`src/hw/posit_pkg.sv`:
```
package posit_pkg;

    //////////////////////////////
    // word format
    //////////////////////////////

    // posit16, one exponent bit
    localparam int posit_n  = 16;
    localparam int posit_es = 1;

    // regime count, also wide enough for any shift in the datapath
    localparam int posit_rs = $clog2(posit_n) + 1;

    // combined scale = regime * 2^es + exponent, signed
    localparam int scale_w  = 7;

    // hidden bit plus fraction field
    localparam int frac_w   = posit_n - posit_es - 2;

    // carry, fraction, guard, round, sticky
    localparam int sum_w    = frac_w + 4;

    typedef logic [posit_n-1:0] posit_t;

    // operand class from decode
    typedef enum logic [1:0]
    {
        class_zero,
        class_nar,
        class_normal
    } posit_class_e;

    //////////////////////////////
    // special words
    //////////////////////////////

    localparam posit_t posit_nar    = {1'b1, {(posit_n-1){1'b0}}};
    localparam posit_t posit_maxpos = {1'b0, {(posit_n-1){1'b1}}};
    localparam posit_t posit_minpos = {{(posit_n-1){1'b0}}, 1'b1};

endpackage

```
`src/hw/posit_decode.sv`:
```
`timescale 1ns/100ps

module posit_decode (
    input  posit_pkg::posit_t                    word,
    output posit_pkg::posit_class_e              pclass,
    output logic                                 sign,
    output logic signed [posit_pkg::scale_w-1:0] scale,
    output logic        [posit_pkg::frac_w-1:0]  frac
);
    import posit_pkg::*;

    posit_t                    mag;
    logic [posit_n-2:0]        body;
    logic [posit_n-2:0]        rest;
    logic [posit_rs-1:0]       run;
    logic                      run_done;
    logic signed [scale_w-1:0] regime;
    logic [posit_es-1:0]       exp_bits;

    always_comb
    begin
        // class straight off the raw word
        if (word == '0)
            pclass = class_zero;
        else if (word == posit_nar)
            pclass = class_nar;
        else
            pclass = class_normal;

        sign = word[posit_n-1];

        // negative words are stored in two's complement
        mag  = sign ? -word : word;
        body = mag[posit_n-2:0];

        // regime run length, counting the first bit
        run      = 1;
        run_done = 1'b0;
        for (int i = posit_n - 3; i >= 0; i--)
        begin
            if (!run_done && body[i] == body[posit_n-2])
                run = run + 1'b1;
            else
                run_done = 1'b1;
        end

        // drop run and terminating bit
        rest = body << (run + 1'b1);

        // ones give k = run - 1, zeros give k = -run
        regime = scale_w'(run);
        if (body[posit_n-2])
            regime = regime - 1;
        else
            regime = -regime;

        exp_bits = rest[posit_n-2 -: posit_es];
        scale    = (regime <<< posit_es) + signed'({1'b0, exp_bits});

        // bits past the end of the word read as zero
        frac = {1'b1, rest[posit_n-2-posit_es -: frac_w-1]};
    end

endmodule

```
`src/hw/posit_align_add.sv`:
```
`timescale 1ns/100ps

module posit_align_add (
    input  logic                                 a_sign,
    input  logic                                 b_sign,
    input  logic signed [posit_pkg::scale_w-1:0] a_scale,
    input  logic signed [posit_pkg::scale_w-1:0] b_scale,
    input  logic        [posit_pkg::frac_w-1:0]  a_frac,
    input  logic        [posit_pkg::frac_w-1:0]  b_frac,
    output logic                                 sum_sign,
    output logic signed [posit_pkg::scale_w-1:0] sum_scale,
    output logic        [posit_pkg::sum_w-1:0]   sum_raw
);
    import posit_pkg::*;

    logic                      a_first;
    logic signed [scale_w-1:0] small_scale;
    logic [frac_w-1:0]         big_frac;
    logic [frac_w-1:0]         small_frac;
    logic                      eff_sub;
    logic [scale_w-1:0]        shamt;
    logic [frac_w+1:0]         small_gr;
    logic [frac_w+1:0]         lost_mask;
    logic                      sticky;
    logic [sum_w-1:0]          big_al;
    logic [sum_w-1:0]          small_al;
    logic [sum_w:0]            sum_ext;

    //////////////////////////////
    // order by magnitude
    //////////////////////////////

    always_comb
    begin
        a_first = (a_scale > b_scale) || ((a_scale == b_scale) && (a_frac >= b_frac));

        sum_sign    = a_first ? a_sign  : b_sign;
        sum_scale   = a_first ? a_scale : b_scale;
        small_scale = a_first ? b_scale : a_scale;
        big_frac    = a_first ? a_frac  : b_frac;
        small_frac  = a_first ? b_frac  : a_frac;

        eff_sub = a_sign ^ b_sign;

        // never negative, so read as unsigned
        shamt = sum_scale - small_scale;
    end

    //////////////////////////////
    // align and add
    //////////////////////////////

    always_comb
    begin
        // guard and round slots below the smaller fraction
        small_gr  = {small_frac, 2'b00};
        lost_mask = ~({(frac_w+2){1'b1}} << shamt);
        sticky    = |(small_gr & lost_mask);

        // carry | fraction | g r s
        big_al   = {1'b0, big_frac, {(sum_w-frac_w-1){1'b0}}};
        small_al = {1'b0, (small_gr >> shamt), sticky};

        // low bit of big_al is zero, so a borrow from sticky leaves bit 0 set
        if (eff_sub)
            sum_ext = {1'b0, big_al} - {1'b0, small_al};
        else
            sum_ext = {1'b0, big_al} + {1'b0, small_al};

        sum_raw = sum_ext[sum_w-1:0];

        // larger operand first, so no borrow out and no carry past bit sum_w-1
        assert final ($isunknown(sum_ext) || !sum_ext[sum_w])
            else $error("align_add: raw sum out of range %h", sum_ext);
    end

endmodule

```
`src/hw/posit_normalize.sv`:
```
`timescale 1ns/100ps

module posit_normalize (
    input  logic signed [posit_pkg::scale_w-1:0] sum_scale,
    input  logic        [posit_pkg::sum_w-1:0]   sum_raw,
    output logic signed [posit_pkg::scale_w-1:0] norm_scale,
    output logic        [posit_pkg::sum_w-1:0]   norm_frac
);
    import posit_pkg::*;

    // up to sum_w leading zeros on a zero sum
    logic [posit_rs-1:0] lz;
    logic                lz_done;

    always_comb
    begin
        // leading zero count from the carry bit down
        lz      = '0;
        lz_done = 1'b0;
        for (int i = sum_w - 1; i >= 0; i--)
        begin
            if (!lz_done && !sum_raw[i])
                lz = lz + 1'b1;
            else
                lz_done = 1'b1;
        end

        // hidden bit to the top
        // left shift only, so the sticky bit just moves up
        norm_frac = sum_raw << lz;

        // the raw hidden bit sits one below the top
        // carry gives lz = 0 and +1, a plain sum gives lz = 1 and no change
        norm_scale = sum_scale + 1 - signed'(scale_w'(lz));
    end

endmodule

```
`src/hw/posit_round_encode.sv`:
```
`timescale 1ns/100ps

module posit_round_encode (
    input  posit_pkg::posit_t                    a_word,
    input  posit_pkg::posit_t                    b_word,
    input  posit_pkg::posit_class_e              a_class,
    input  posit_pkg::posit_class_e              b_class,
    input  logic                                 sum_sign,
    input  logic signed [posit_pkg::scale_w-1:0] norm_scale,
    input  logic        [posit_pkg::sum_w-1:0]   norm_frac,
    output posit_pkg::posit_t                    result
);
    import posit_pkg::*;

    logic signed [scale_w-1:0]          regime;
    logic [posit_es-1:0]                exp_bits;
    logic                               run_bit;
    logic [posit_rs-1:0]                run_len;
    logic [posit_n+posit_es+sum_w-1:0]  build;
    logic [posit_n-2:0]                 kept;
    logic                               guard;
    logic                               rnd;
    logic                               sticky;
    logic                               round_up;
    posit_t                             mag;
    posit_t                             enc;

    //////////////////////////////
    // regime, exponent, fraction
    //////////////////////////////

    always_comb
    begin
        regime   = norm_scale >>> posit_es;
        exp_bits = norm_scale[posit_es-1:0];

        // ones for k >= 0, zeros for k < 0
        run_bit = !regime[scale_w-1];

        if (run_bit)
        begin
            if (regime >= posit_n - 1)
                run_len = posit_rs'(posit_n);
            else
                run_len = posit_rs'(regime + 1);
        end
        else
        begin
            if (regime <= -posit_n)
                run_len = posit_rs'(posit_n);
            else
                run_len = posit_rs'(-regime);
        end

        // full run on top, keep run_len of it
        build = {{posit_n{run_bit}}, !run_bit, exp_bits, norm_frac[sum_w-2:0]}
                << (posit_n - run_len);

        kept   = build[posit_n+posit_es+sum_w-1 -: posit_n-1];
        guard  = build[posit_es+sum_w];
        rnd    = build[posit_es+sum_w-1];
        sticky = |build[posit_es+sum_w-2:0];
    end

    //////////////////////////////
    // round, clamp, sign
    //////////////////////////////

    always_comb
    begin
        // nearest, ties to even on the word itself
        round_up = guard & (kept[0] | rnd | sticky);
        mag      = {1'b0, kept} + round_up;

        // past maxpos, saturate before rounding can reach NaR
        if (regime >= posit_n - 2)
            mag = posit_maxpos;
        // never round to zero
        else if (mag == '0)
            mag = posit_minpos;

        enc = sum_sign ? -mag : mag;

        // special cases
        if (a_class == class_nar || b_class == class_nar)
            result = posit_nar;
        else if (a_class == class_zero)
            result = b_word;
        else if (b_class == class_zero)
            result = a_word;
        else if (norm_frac == '0)
            result = '0;
        else
            result = enc;

        // two normal operands that do not cancel give a normal word
        assert final ($isunknown({a_class, b_class, norm_frac, result})
                      || a_class != class_normal || b_class != class_normal
                      || norm_frac == '0
                      || (result != '0 && result != posit_nar))
            else $error("round_encode: normal sum encoded as %h", result);
    end

endmodule

```
`src/hw/posit_adder.sv`:
```
`timescale 1ns/100ps

module posit_adder (
    input  logic              clk,
    input  logic              rst_n,
    input  logic              in_valid,
    input  posit_pkg::posit_t a,
    input  posit_pkg::posit_t b,
    output logic              out_valid,
    output posit_pkg::posit_t sum
);
    import posit_pkg::*;

    // decode outputs
    posit_class_e              a_class_d;
    posit_class_e              b_class_d;
    logic                      a_sign_d;
    logic                      b_sign_d;
    logic signed [scale_w-1:0] a_scale_d;
    logic signed [scale_w-1:0] b_scale_d;
    logic [frac_w-1:0]         a_frac_d;
    logic [frac_w-1:0]         b_frac_d;

    // stage 1
    posit_t                    a_word_q;
    posit_t                    b_word_q;
    posit_class_e              a_class_q;
    posit_class_e              b_class_q;
    logic                      a_sign_q;
    logic                      b_sign_q;
    logic signed [scale_w-1:0] a_scale_q;
    logic signed [scale_w-1:0] b_scale_q;
    logic [frac_w-1:0]         a_frac_q;
    logic [frac_w-1:0]         b_frac_q;

    // stage 2 datapath
    logic                      add_sign;
    logic signed [scale_w-1:0] add_scale;
    logic [sum_w-1:0]          add_raw;
    logic signed [scale_w-1:0] norm_scale;
    logic [sum_w-1:0]          norm_frac;
    posit_t                    enc_word;

    // valid pipe, one bit per stage
    logic [1:0]                vld_q;

    //////////////////////////////
    // stage 1, decode
    //////////////////////////////

    posit_decode u_dec_a (
        .word   (a),
        .pclass (a_class_d),
        .sign   (a_sign_d),
        .scale  (a_scale_d),
        .frac   (a_frac_d)
    );

    posit_decode u_dec_b (
        .word   (b),
        .pclass (b_class_d),
        .sign   (b_sign_d),
        .scale  (b_scale_d),
        .frac   (b_frac_d)
    );

    always_ff @(posedge clk)
    begin
        if (!rst_n)
        begin
            a_word_q  <= '0;
            b_word_q  <= '0;
            a_class_q <= class_zero;
            b_class_q <= class_zero;
            a_sign_q  <= 1'b0;
            b_sign_q  <= 1'b0;
            a_scale_q <= '0;
            b_scale_q <= '0;
            a_frac_q  <= '0;
            b_frac_q  <= '0;
        end
        else if (in_valid)
        begin
            a_word_q  <= a;
            b_word_q  <= b;
            a_class_q <= a_class_d;
            b_class_q <= b_class_d;
            a_sign_q  <= a_sign_d;
            b_sign_q  <= b_sign_d;
            a_scale_q <= a_scale_d;
            b_scale_q <= b_scale_d;
            a_frac_q  <= a_frac_d;
            b_frac_q  <= b_frac_d;
        end
    end

    //////////////////////////////
    // stage 2, add and encode
    //////////////////////////////

    posit_align_add u_add (
        .a_sign    (a_sign_q),
        .b_sign    (b_sign_q),
        .a_scale   (a_scale_q),
        .b_scale   (b_scale_q),
        .a_frac    (a_frac_q),
        .b_frac    (b_frac_q),
        .sum_sign  (add_sign),
        .sum_scale (add_scale),
        .sum_raw   (add_raw)
    );

    posit_normalize u_norm (
        .sum_scale  (add_scale),
        .sum_raw    (add_raw),
        .norm_scale (norm_scale),
        .norm_frac  (norm_frac)
    );

    posit_round_encode u_enc (
        .a_word     (a_word_q),
        .b_word     (b_word_q),
        .a_class    (a_class_q),
        .b_class    (b_class_q),
        .sum_sign   (add_sign),
        .norm_scale (norm_scale),
        .norm_frac  (norm_frac),
        .result     (enc_word)
    );

    // output register, holds the last result between strobes
    always_ff @(posedge clk)
    begin
        if (!rst_n)
        begin
            vld_q <= 2'b00;
            sum   <= '0;
        end
        else
        begin
            vld_q <= {vld_q[0], in_valid};
            if (vld_q[0])
                sum <= enc_word;
        end
    end

    assign out_valid = vld_q[1];

    // fixed two cycle latency, both directions
    a_lat_fwd: assert property (@(posedge clk) disable iff (!rst_n)
                                in_valid |-> ##2 out_valid);
    a_lat_bwd: assert property (@(posedge clk) disable iff (!rst_n)
                                out_valid |-> $past(in_valid, 2));

endmodule

```
`config.mk`:
```
export PLATFORM = sky130hd
export DESIGN_NAME = posit_adder
export DESIGN_NICKNAME = d
export VERILOG_FILES = /design/src/hw/posit_pkg.sv /design/src/hw/posit_decode.sv /design/src/hw/posit_align_add.sv /design/src/hw/posit_normalize.sv /design/src/hw/posit_round_encode.sv /design/src/hw/posit_adder.sv
export SDC_FILE = /design/constraint.sdc
export NUM_CORES = 1
export LEC_CHECK = 0
export BUFFER_PORTS_ARGS = -buffer_cell sky130_fd_sc_hd__buf_2
export CAP_MARGIN = 15
export CORE_MARGIN = 2
export CORE_UTILIZATION = 60
export DETAILED_ROUTE_END_ITERATION = 12
export GPL_TIMING_DRIVEN = 0
export PLACE_DENSITY = 0.77
export SYNTH_ARGS = -nofsm -noshare
export SYNTH_HDL_FRONTEND = slang
export SYNTH_SLANG_ARGS = --single-unit
```
`constraint.sdc`:
```
create_clock -name clk -period 37 [get_ports clk]
set_clock_uncertainty 0.2 [all_clocks]
set_input_delay 1.85 -clock clk [delete_from_list [all_inputs] [get_ports clk]]
set_output_delay 1.85 -clock clk [all_outputs]
set_load 0.02 [all_outputs]
```
=== After elaboration in Yosys (flattened, before gate mapping) ===
Index checks and enable logic that the tools add are counted.

* Logic and storage cells: 345
* Bits in registers: 96
* Output and inout port bits: 17
* Input bits: 35

* Magnitude comparators: 5
* Mux-type cells: 111
* $add $sub $neg: 62
* Eq/ne operators: 33
* Bitwise logic cells: 6
* Reductions and logical operators: 110
* Shift operators: 6

{| class="wikitable"
|+ Operators with widths
! cell !! number
|-
| $mux W5 || 45
|-
| $add A5 B1 Y5 const B || 42
|-
| $mux W16 || 7
|-
| $logic_not A1 Y1 || 57
|-
| $logic_not A16 Y1 || 3
|-
| $mux W1 || 44
|-
| $logic_and A1 B1 Y1 || 43
|-
| $shl A34 B32 Y34 || 1
|-
| $eq A16 B16 Y1 const B || 2
|-
| $mux W15 || 2
|-
| $neg A15 Y15 || 2
|-
| $shl A15 B5 Y15 || 2
|-
| $eq A1 B1 Y1 || 28
|-
| $mux W13 || 2
|-
| $add A16 B16 Y17 || 1
|-
| $logic_not A17 Y1 || 1
|-
| $mux W17 || 1
|-
| $reduce_or A17 Y1 || 1
|-
| $shl A17 B5 Y17 || 1
|-
| $sub A16 B16 Y17 || 1
|-
| $add A15 B1 Y16 || 1
|-
| $neg A16 Y16 || 1
|-
| $and A15 B15 Y15 || 1
|-
| $not A15 Y15 || 1
|-
| 27 further kinds || 43
|}

=== Logic depth before layout (Yosys ltp) ===
Gate-level depths: netlist (run 1).

* Depth after elaboration: 78
* Depth in mapped cells: 136
* Mapped depth without buffers: 124

=== Hierarchy ===
A second synthesis (run 1) with hierarchy kept.

* Cells, all modules: 2684
* Area total of the unflattened synthesis: 20109.3 um2

{| class="wikitable"
|+ Modules (own cells, without submodules)
! module !! cells an instance !! instances !! area each (um2) !! seq. area each (um2)
|-
| posit_align_add || 587 || 1 || 4010.1 || 0.0
|-
| posit_round_encode || 526 || 1 || 3709.8 || 0.0
|-
| posit_adder || 307 || 1 || 3595.9 || 1921.8
|-
| posit_decode at u_dec_a || 436 || 1 || 3002.9 || 0.0
|-
| posit_decode at u_dec_b || 426 || 1 || 2911.5 || 0.0
|-
| posit_normalize || 402 || 1 || 2879.0 || 0.0
|}

=== Worst setup path after synthesis (run 1) ===
Ideal clock, no wire load.

* Kind: register -> register
* Start: register b_scale_q[4]
* End: register sum[6]
* Slack: 13.013 ns
* Period minus slack after synthesis: 23.987 ns
* Data required time: 36.685 ns
* Arrival: 23.672 ns
* Stages on the path, launching flop included: 128
* Path buffers: 15
* Cells stage by stage: dfxtp_1 inv_1 ha_1 buf_4 and4_4 nand3_4 a31o_1 a22oi_4 clkbuf_1 clkbuf_1 nor3_1 a21oi_1 ha_1 nor2b_1 and2_1 o22a_1 nor2_1 buf_2 (+92 left out) a31o_2 nor2_1 ha_1 o311ai_0 nand3b_1 a21oi_1 a31oi_1 o211ai_2 nor4_4 and2_4 a211oi_1 ha_1 nand2_1 o41ai_1 xor2_1 a221oi_1 o32ai_1 and2_1

* Longest elaborated chain between the ends: 78
* Elaborated cells on any way between the ends: 144
* Classes of those cells: add/sub: 26; order compare: 4; eq/ne: 1; shift: 4; mux: 49; bitwise: 5; reduce/logical: 55

{| class="wikitable"
|+ Ends and longest elaborated chain
! what !! RTL line !! text
|-
| from (decl) || posit_adder.sv:32 || <nowiki>logic signed [scale_w-1:0] b_scale_q;</nowiki>
|-
| from (signal assigned) || posit_adder.sv:91 || <nowiki>b_scale_q <= b_scale_d;</nowiki>
|-
| branches (longest 74 deep; another with $add A16 B16 Y17) || n/a ||
|-
| $mux W16 (*) || posit_round_encode.sv:91 || <nowiki>else if (norm_frac == '0)</nowiki>
|-
| $mux W16 (*) || posit_round_encode.sv:89 || <nowiki>else if (b_class == class_zero)</nowiki>
|-
| $mux W16 (*) || posit_round_encode.sv:87 || <nowiki>else if (a_class == class_zero)</nowiki>
|-
| $mux W16 (*) || posit_round_encode.sv:85 || <nowiki>if (a_class == class_nar || b_class == class_nar)</nowiki>
|-
| to (signal assigned) || posit_adder.sv:143 || <nowiki>sum <= enc_word;</nowiki>
|-
| to (decl) || posit_adder.sv:10 || <nowiki>output posit_pkg::posit_t sum</nowiki>
|}

Every way passes the cells marked *.
A chain may end at the register's enable or synchronous reset.

=== Worst setup path in the final report (run 1) ===
* Start: register b_scale_q[3]
* End: register sum[10]

The elaborated chain is that of the path after synthesis.

==> results.json, run 1 <==
{
  "routedWlPerCell_um": 21.4,
  "grtUsageTotal_pct": 39.0,
  "clock_latency_ps": 360,
  "setup_viol": 0,
  "outcome": "finished, final reports clean",
  "path_class": "reg2reg",
  "cts_tree": "done",
  "core_region_area_mm2": 0.0307,
  "cts.path.max_buffers": 2,
  "min_to": "sum[4]",
  "r2r_setup_slack_ps": 6470,
  "top_level_ports": 52,
  "worstRegToRegCells": 129,
  "cts.sinks": 93,
  "netlist_area_mm2": 0.0187,
  "dr_total_vias": 21894,
  "layout.nets": 2862,
  "wirelength_mm": 66.7,
  "areaGrowthSynthToFinish_pct": 5.68,
  "synth.top_cell.area_share_pct": 9.96,
  "r2r_end": "sum[10]",
  "placementRows": 64,
  "root_buffer": "clkbuf_16",
  "slowest_stage": "xor2_1",
  "first_pass_iters": 10,
  "max_freq_mhz": 32.8,
  "ant_nets": 0,
  "antenna_found_initial": 1,
  "place_congestion": 1.00,
  "drt_first_iter_violations": 2462,
  "finalMaxSlewViolations": 0,
  "rsz0062_at_grt": "false",
  "drive_above_1_share_pct": 9.13,
  "hold_depth": 2,
  "crit_fanout": 10,
  "grt_pass1_vias": 20349,
  "synth_top_cells_by_count": "nand2_1 (331), nor2_1 (244), a21oi_1 (154), o21ai_0 (150), mux2i_1 (132)",
  "cp-end-kind": "flop",
  "drc": 0,
  "setup_tns_ps": 0,
  "synth_nets": 2799,
  "die_area_mm2": 0.0326,
  "grt_pass1_wl_mm": 106,
  "crit_path_max_incr_delay_ps": 650,
  "synth_cell_type_count": 125,
  "die_w_um": 181,
  "hp-start": "sum[4]",
  "async_flop_share_pct": 0,
  "fin_crit_sh_pct": 82.5,
  "grt_max_degree": 19,
  "slew_headroom_pct": 14.8,
  "synthTopCellsByArea": "dfxtp_1 (10%), mux2i_1 (7.1%), ha_1 (6.8%)",
  "cp.arrival_ps": 30600,
  "vias_per_cell": 7.01,
  "cpMostUsedCell": "ha_1",
  "cts_resized": 0,
  "h-tree-depth": 3,
  "dp_hpwl_mm": 53.7,
  "synth_area_per_cell_um2": 7.03,
  "timing.final.crit_period_ps": 30530,
  "postCtsSetupBuffers": 0,
  "hold_violations": 0,
  "grt-ovfl-total": 0,
  "cts_hold_buf": 0,
  "r2r_start": "b_scale_q[3]",
  "numCtsBuffers": 9,
  "synth.most_common_cell": "nand2_1",
  "hold_class": "reg2reg",
  "worstSetupStartpointType": "flop",
  "cap_violations": 0,
  "io_buffers": 50,
  "ys_ff_latch": 93,
  "start_util_pct": 60.9,
  "worstMarginPinSlew_ps": 1270,
  "synth_edf_count": 0,
  "synthCells": 2660,
  "fp.dieH_um": 181,
  "synth_top_flop_cell": "dfxtp_1",
  "critPathRequiredTime_ps": 37070,
  "clk_pin_slew_ps": 80,
  "synth_top_cell_by_area": "dfxtp_1",
  "yosysWarningCount": 0,
  "seq_area_frac_synth_pct": 9.96
}
cell type report:
class / instances / area [um2]
Antenna cell: 1 / 2.50
Buffer: 135 / 592
Clock buffer: 10 / 239
Clock inverter: 6 / 63.8
Fill cell: 2816 / 10900
Inverter: 114 / 430
Multi-Input combinational cell: 2318 / 15800
Sequential cell: 93 / 1860
Tap cell: 396 / 495
Timing Repair Buffer: 52 / 260
through the flow:
stage               instances  worst slack (ps)  area [um2]  utilization [%]  hold WS (ps)
finish                   3125              6470       19800             64.4           254
detailed placement       3107              7390       19400             63.4           236
global route             3124              4730       19800             64.4           297
CTS                      3123              7220       19700             64.4           255
global placement         3106              7760       19400             63.4           238
floorplan                2660             13010       18700                -           247
critical path: cells and delay by family (launching register included):
kind	cells	cell delay (ps)
fa+ha+maj	20	6130
flops	1	420
mux	4	830
simple gates	32	4660
buf+inv	22	5870
compound gates	47	10860
xor+xnor	4	1370
layout by cell type, fill, tap and decap left out, types with 35 or more instances in the layout:
cell | synthesis | final
a31oi_1 | 35 | 35
o21ai_0 | 150 | 150
mux2_2 | 38 | 38
nand3_1 | 93 | 93
nor3_1 | 64 | 64
nor2_1 | 244 | 244
nor2b_1 | 63 | 63
clkbuf_1 | 89 | 89
mux2i_1 | 132 | 132
buf_2 | 20 | 72
xnor2_1 | 94 | 94
a211oi_1 | 58 | 58
a21oi_1 | 154 | 154
nand2_1 | 331 | 331
dfxtp_1 | 93 | 93
inv_1 | 108 | 108
ha_1 | 102 | 102
xor2_1 | 59 | 59
routing by layer:
layer	global-route usage [%]	part of all wire (%)
met5	0	0
met4	16.6	4.6
met3	5.25	8.7
met2	66.0	46
met1	49.7	41
worst max path at each step:
stage	start	end	slack, ps	cells past startpoint
CTS	b_scale_q[4]	sum[10]	7220	128
floorplan	b_scale_q[4]	sum[6]	13010	127
finish	b_scale_q[3]	sum[10]	6470	129
detailed placement	b_scale_q[4]	sum[10]	7390	128
global route	b_scale_q[1]	sum[10]	4730	129
global placement	b_scale_q[3]	sum[10]	7760	126
sequential cells by signal, indices dropped and copies added, names as in the netlist, 7 cells and up:
| register | cells |
|---|---|
| a_word_q | 16 |
| b_frac_q | 12 |
| a_frac_q | 13 |
| sum | 16 |
| b_scale_q | 7 |
| a_scale_q | 7 |
| b_word_q | 16 |
cell families after synthesis:
| family | share of synthesized area [%] |
|---|---|
| AO/OA/AOI/OAI | 30.9 |
| XOR/XNOR | 8.30 |
| adder cells (fa/ha/maj) | 7.47 |
| buffers and inverters | 5.47 |
| flip-flops | 9.96 |
| multiplexers | 10.1 |
| AND/OR/NAND/NOR | 27.8 |
Power of run 1 is not shown: default switching activity piles up to over one toggle a cycle in this logic, so the estimate is an artifact.
==> inputs of run 2 (changes only) <==
--- a/config.mk
+++ b/config.mk
@@ -11,7 +11,7 @@
 export CORE_UTILIZATION = 60
 export DETAILED_ROUTE_END_ITERATION = 12
 export GPL_TIMING_DRIVEN = 0
-export PLACE_DENSITY = 0.77
+export PLACE_DENSITY = 0.8
 export SYNTH_ARGS = -nofsm -noshare
 export SYNTH_HDL_FRONTEND = slang
 export SYNTH_SLANG_ARGS = --single-unit
==> constraint.sdc (replaced) <==
create_clock -name clk -period 26.6 [get_ports clk]
set_clock_uncertainty 0.2 [all_clocks]
set_input_delay 1.33 -clock clk [delete_from_list [all_inputs] [get_ports clk]]
set_output_delay 1.33 -clock clk [all_outputs]
set_load 0.02 [all_outputs]
==> results.json, run 2 (same netlist as run 1, synthesis figures left out) <==
{
  "top_level_ports": 52,
  "placementRows": 64,
  "ant_nets": 0,
  "crit_family": "compound AO/OA/AOI/OAI gates",
  "layout_common_cells": "nand2_1 (327), nor2_1 (235), a21oi_1 (149)",
  "cts_tree": "done",
  "drive_above_1_share_pct": 13.0,
  "grt_max_degree": 18,
  "critPathRequiredTime_ps": 26690,
  "clock_latency_ps": 350,
  "crit_fanout": 10,
  "dr_total_vias": 21783,
  "insertedDiodeCount": 0,
  "worstRegToRegCells": 124,
  "start_util_pct": 60.9,
  "layout.nets": 2883,
  "io_buffers": 50,
  "clk_pin_slew_ps": 70,
  "setup_tns_ps": 0,
  "root_buffer": "clkbuf_16",
  "die_w_um": 181,
  "outcome": "finished, final reports clean",
  "grt_pass1_wl_mm": 106,
  "worstMarginPinSlew_ps": 1220,
  "grtUsageTotal_pct": 39.1,
  "cap_violations": 0,
  "hold_depth": 2,
  "antenna_found_initial": 0,
  "slowest_stage": "dfxtp_1",
  "dp_hpwl_mm": 53.2,
  "worst-path-stages": 124,
  "top_regs": "a_word_q (16), b_word_q (16), sum (16)",
  "drt_first_iter_violations": 2385,
  "cts.path.max_buffers": 2,
  "numCtsBuffers": 9,
  "slew_headroom_pct": 18.4,
  "hold_class": "reg2reg",
  "finalMaxSlewViolations": 0,
  "cts_hold_buf": 0,
  "max_freq_mhz": 38.9,
  "routedWlPerCell_um": 21.4,
  "core_region_area_mm2": 0.0307,
  "worstPathBufferInverterCount": 17,
  "crit_path_max_incr_delay_ps": 440,
  "vias_per_cell": 6.93,
  "path_class": "reg2reg",
  "setup_viol": 0,
  "r2r_setup_slack_ps": 900,
  "areaGrowthSynthToFinish_pct": 9.37,
  "fin_cells": 3145,
  "first_pass_iters": 7,
  "grt_pass1_vias": 20265,
  "fp.dieH_um": 181,
  "cpMostUsedCell": "ha_1",
  "final_common_cell": "nand2_1",
  "die_area_mm2": 0.0326,
  "hold_violations": 0,
  "h-tree-depth": 3,
  "place_congestion": 1.03,
  "timing.hold.ws_ps": 265,
  "fin_crit_sh_pct": 96.6,
  "cp.arrival_ps": 25800,
  "dpl.cell_count": 3108,
  "pre_cts_slack_ps": -3110,
  "wirelength_mm": 67.2,
  "worstSetupStartpointType": "flop",
  "cp-end-kind": "flop",
  "drc": 0,
  "grt-ovfl-total": 0,
  "timing.final.ws_setup_ps": 895,
  "cts.sinks": 93,
  "timing.final.crit_period_ps": 25700
}
run 2: routing by layer:
| metal | vias up | part of all wire, % | track usage [%] |
|---|---|---|---|
| met3 | 282 | 8.6 | 4.37 |
| met1 | 10090 | 41 | 50.4 |
| met5 | - | 0 | 0 |
| met2 | 1324 | 46 | 64.8 |
| met4 | 0 | 5.2 | 19.0 |
| li1 | 10087 | - | - |
run 2: layout make-up:
cell class,count,area (um2)
Buffer,133,661
Clock buffer,10,229
Clock inverter,6,97.6
Fill cell,2759,10200
Inverter,114,430
Multi-Input combinational cell,2318,16200
Sequential cell,93,1860
Tap cell,396,495
Timing Repair Buffer,75,435
run 2: per-stage QoR:
step                      instance area (um2)  utilization, %
after floorplan                         18700               -
after global placement                  19400            63.4
after detailed placement                19400            63.4
after CTS                               20000            65.1
after global routing                    20400            66.7
final                                   20400            66.7
run 2: path summary, 6_finish.rpt:
check               start      to
max          b_scale_q[5]  sum[6]
min                sum[8]  sum[8]
max reg2reg  b_scale_q[5]  sum[6]
min reg2reg        sum[8]  sum[8]
run 2: tightest hold or removal path, stage by stage, from the launching register on:
cell     delay [ps]
dfxtp_1         320
nand2_1          50
o31ai_1          50
run 2: timing repair:
action                                  4_1_cts  5_1_grt
pin swaps                                     4       16
buffers inserted                              4       19
gates resized for setup                      47      106
endpoints found under the setup margin       16       16
endpoints found under the hold margin         0        0
Power of run 2 is left out for the same reason.
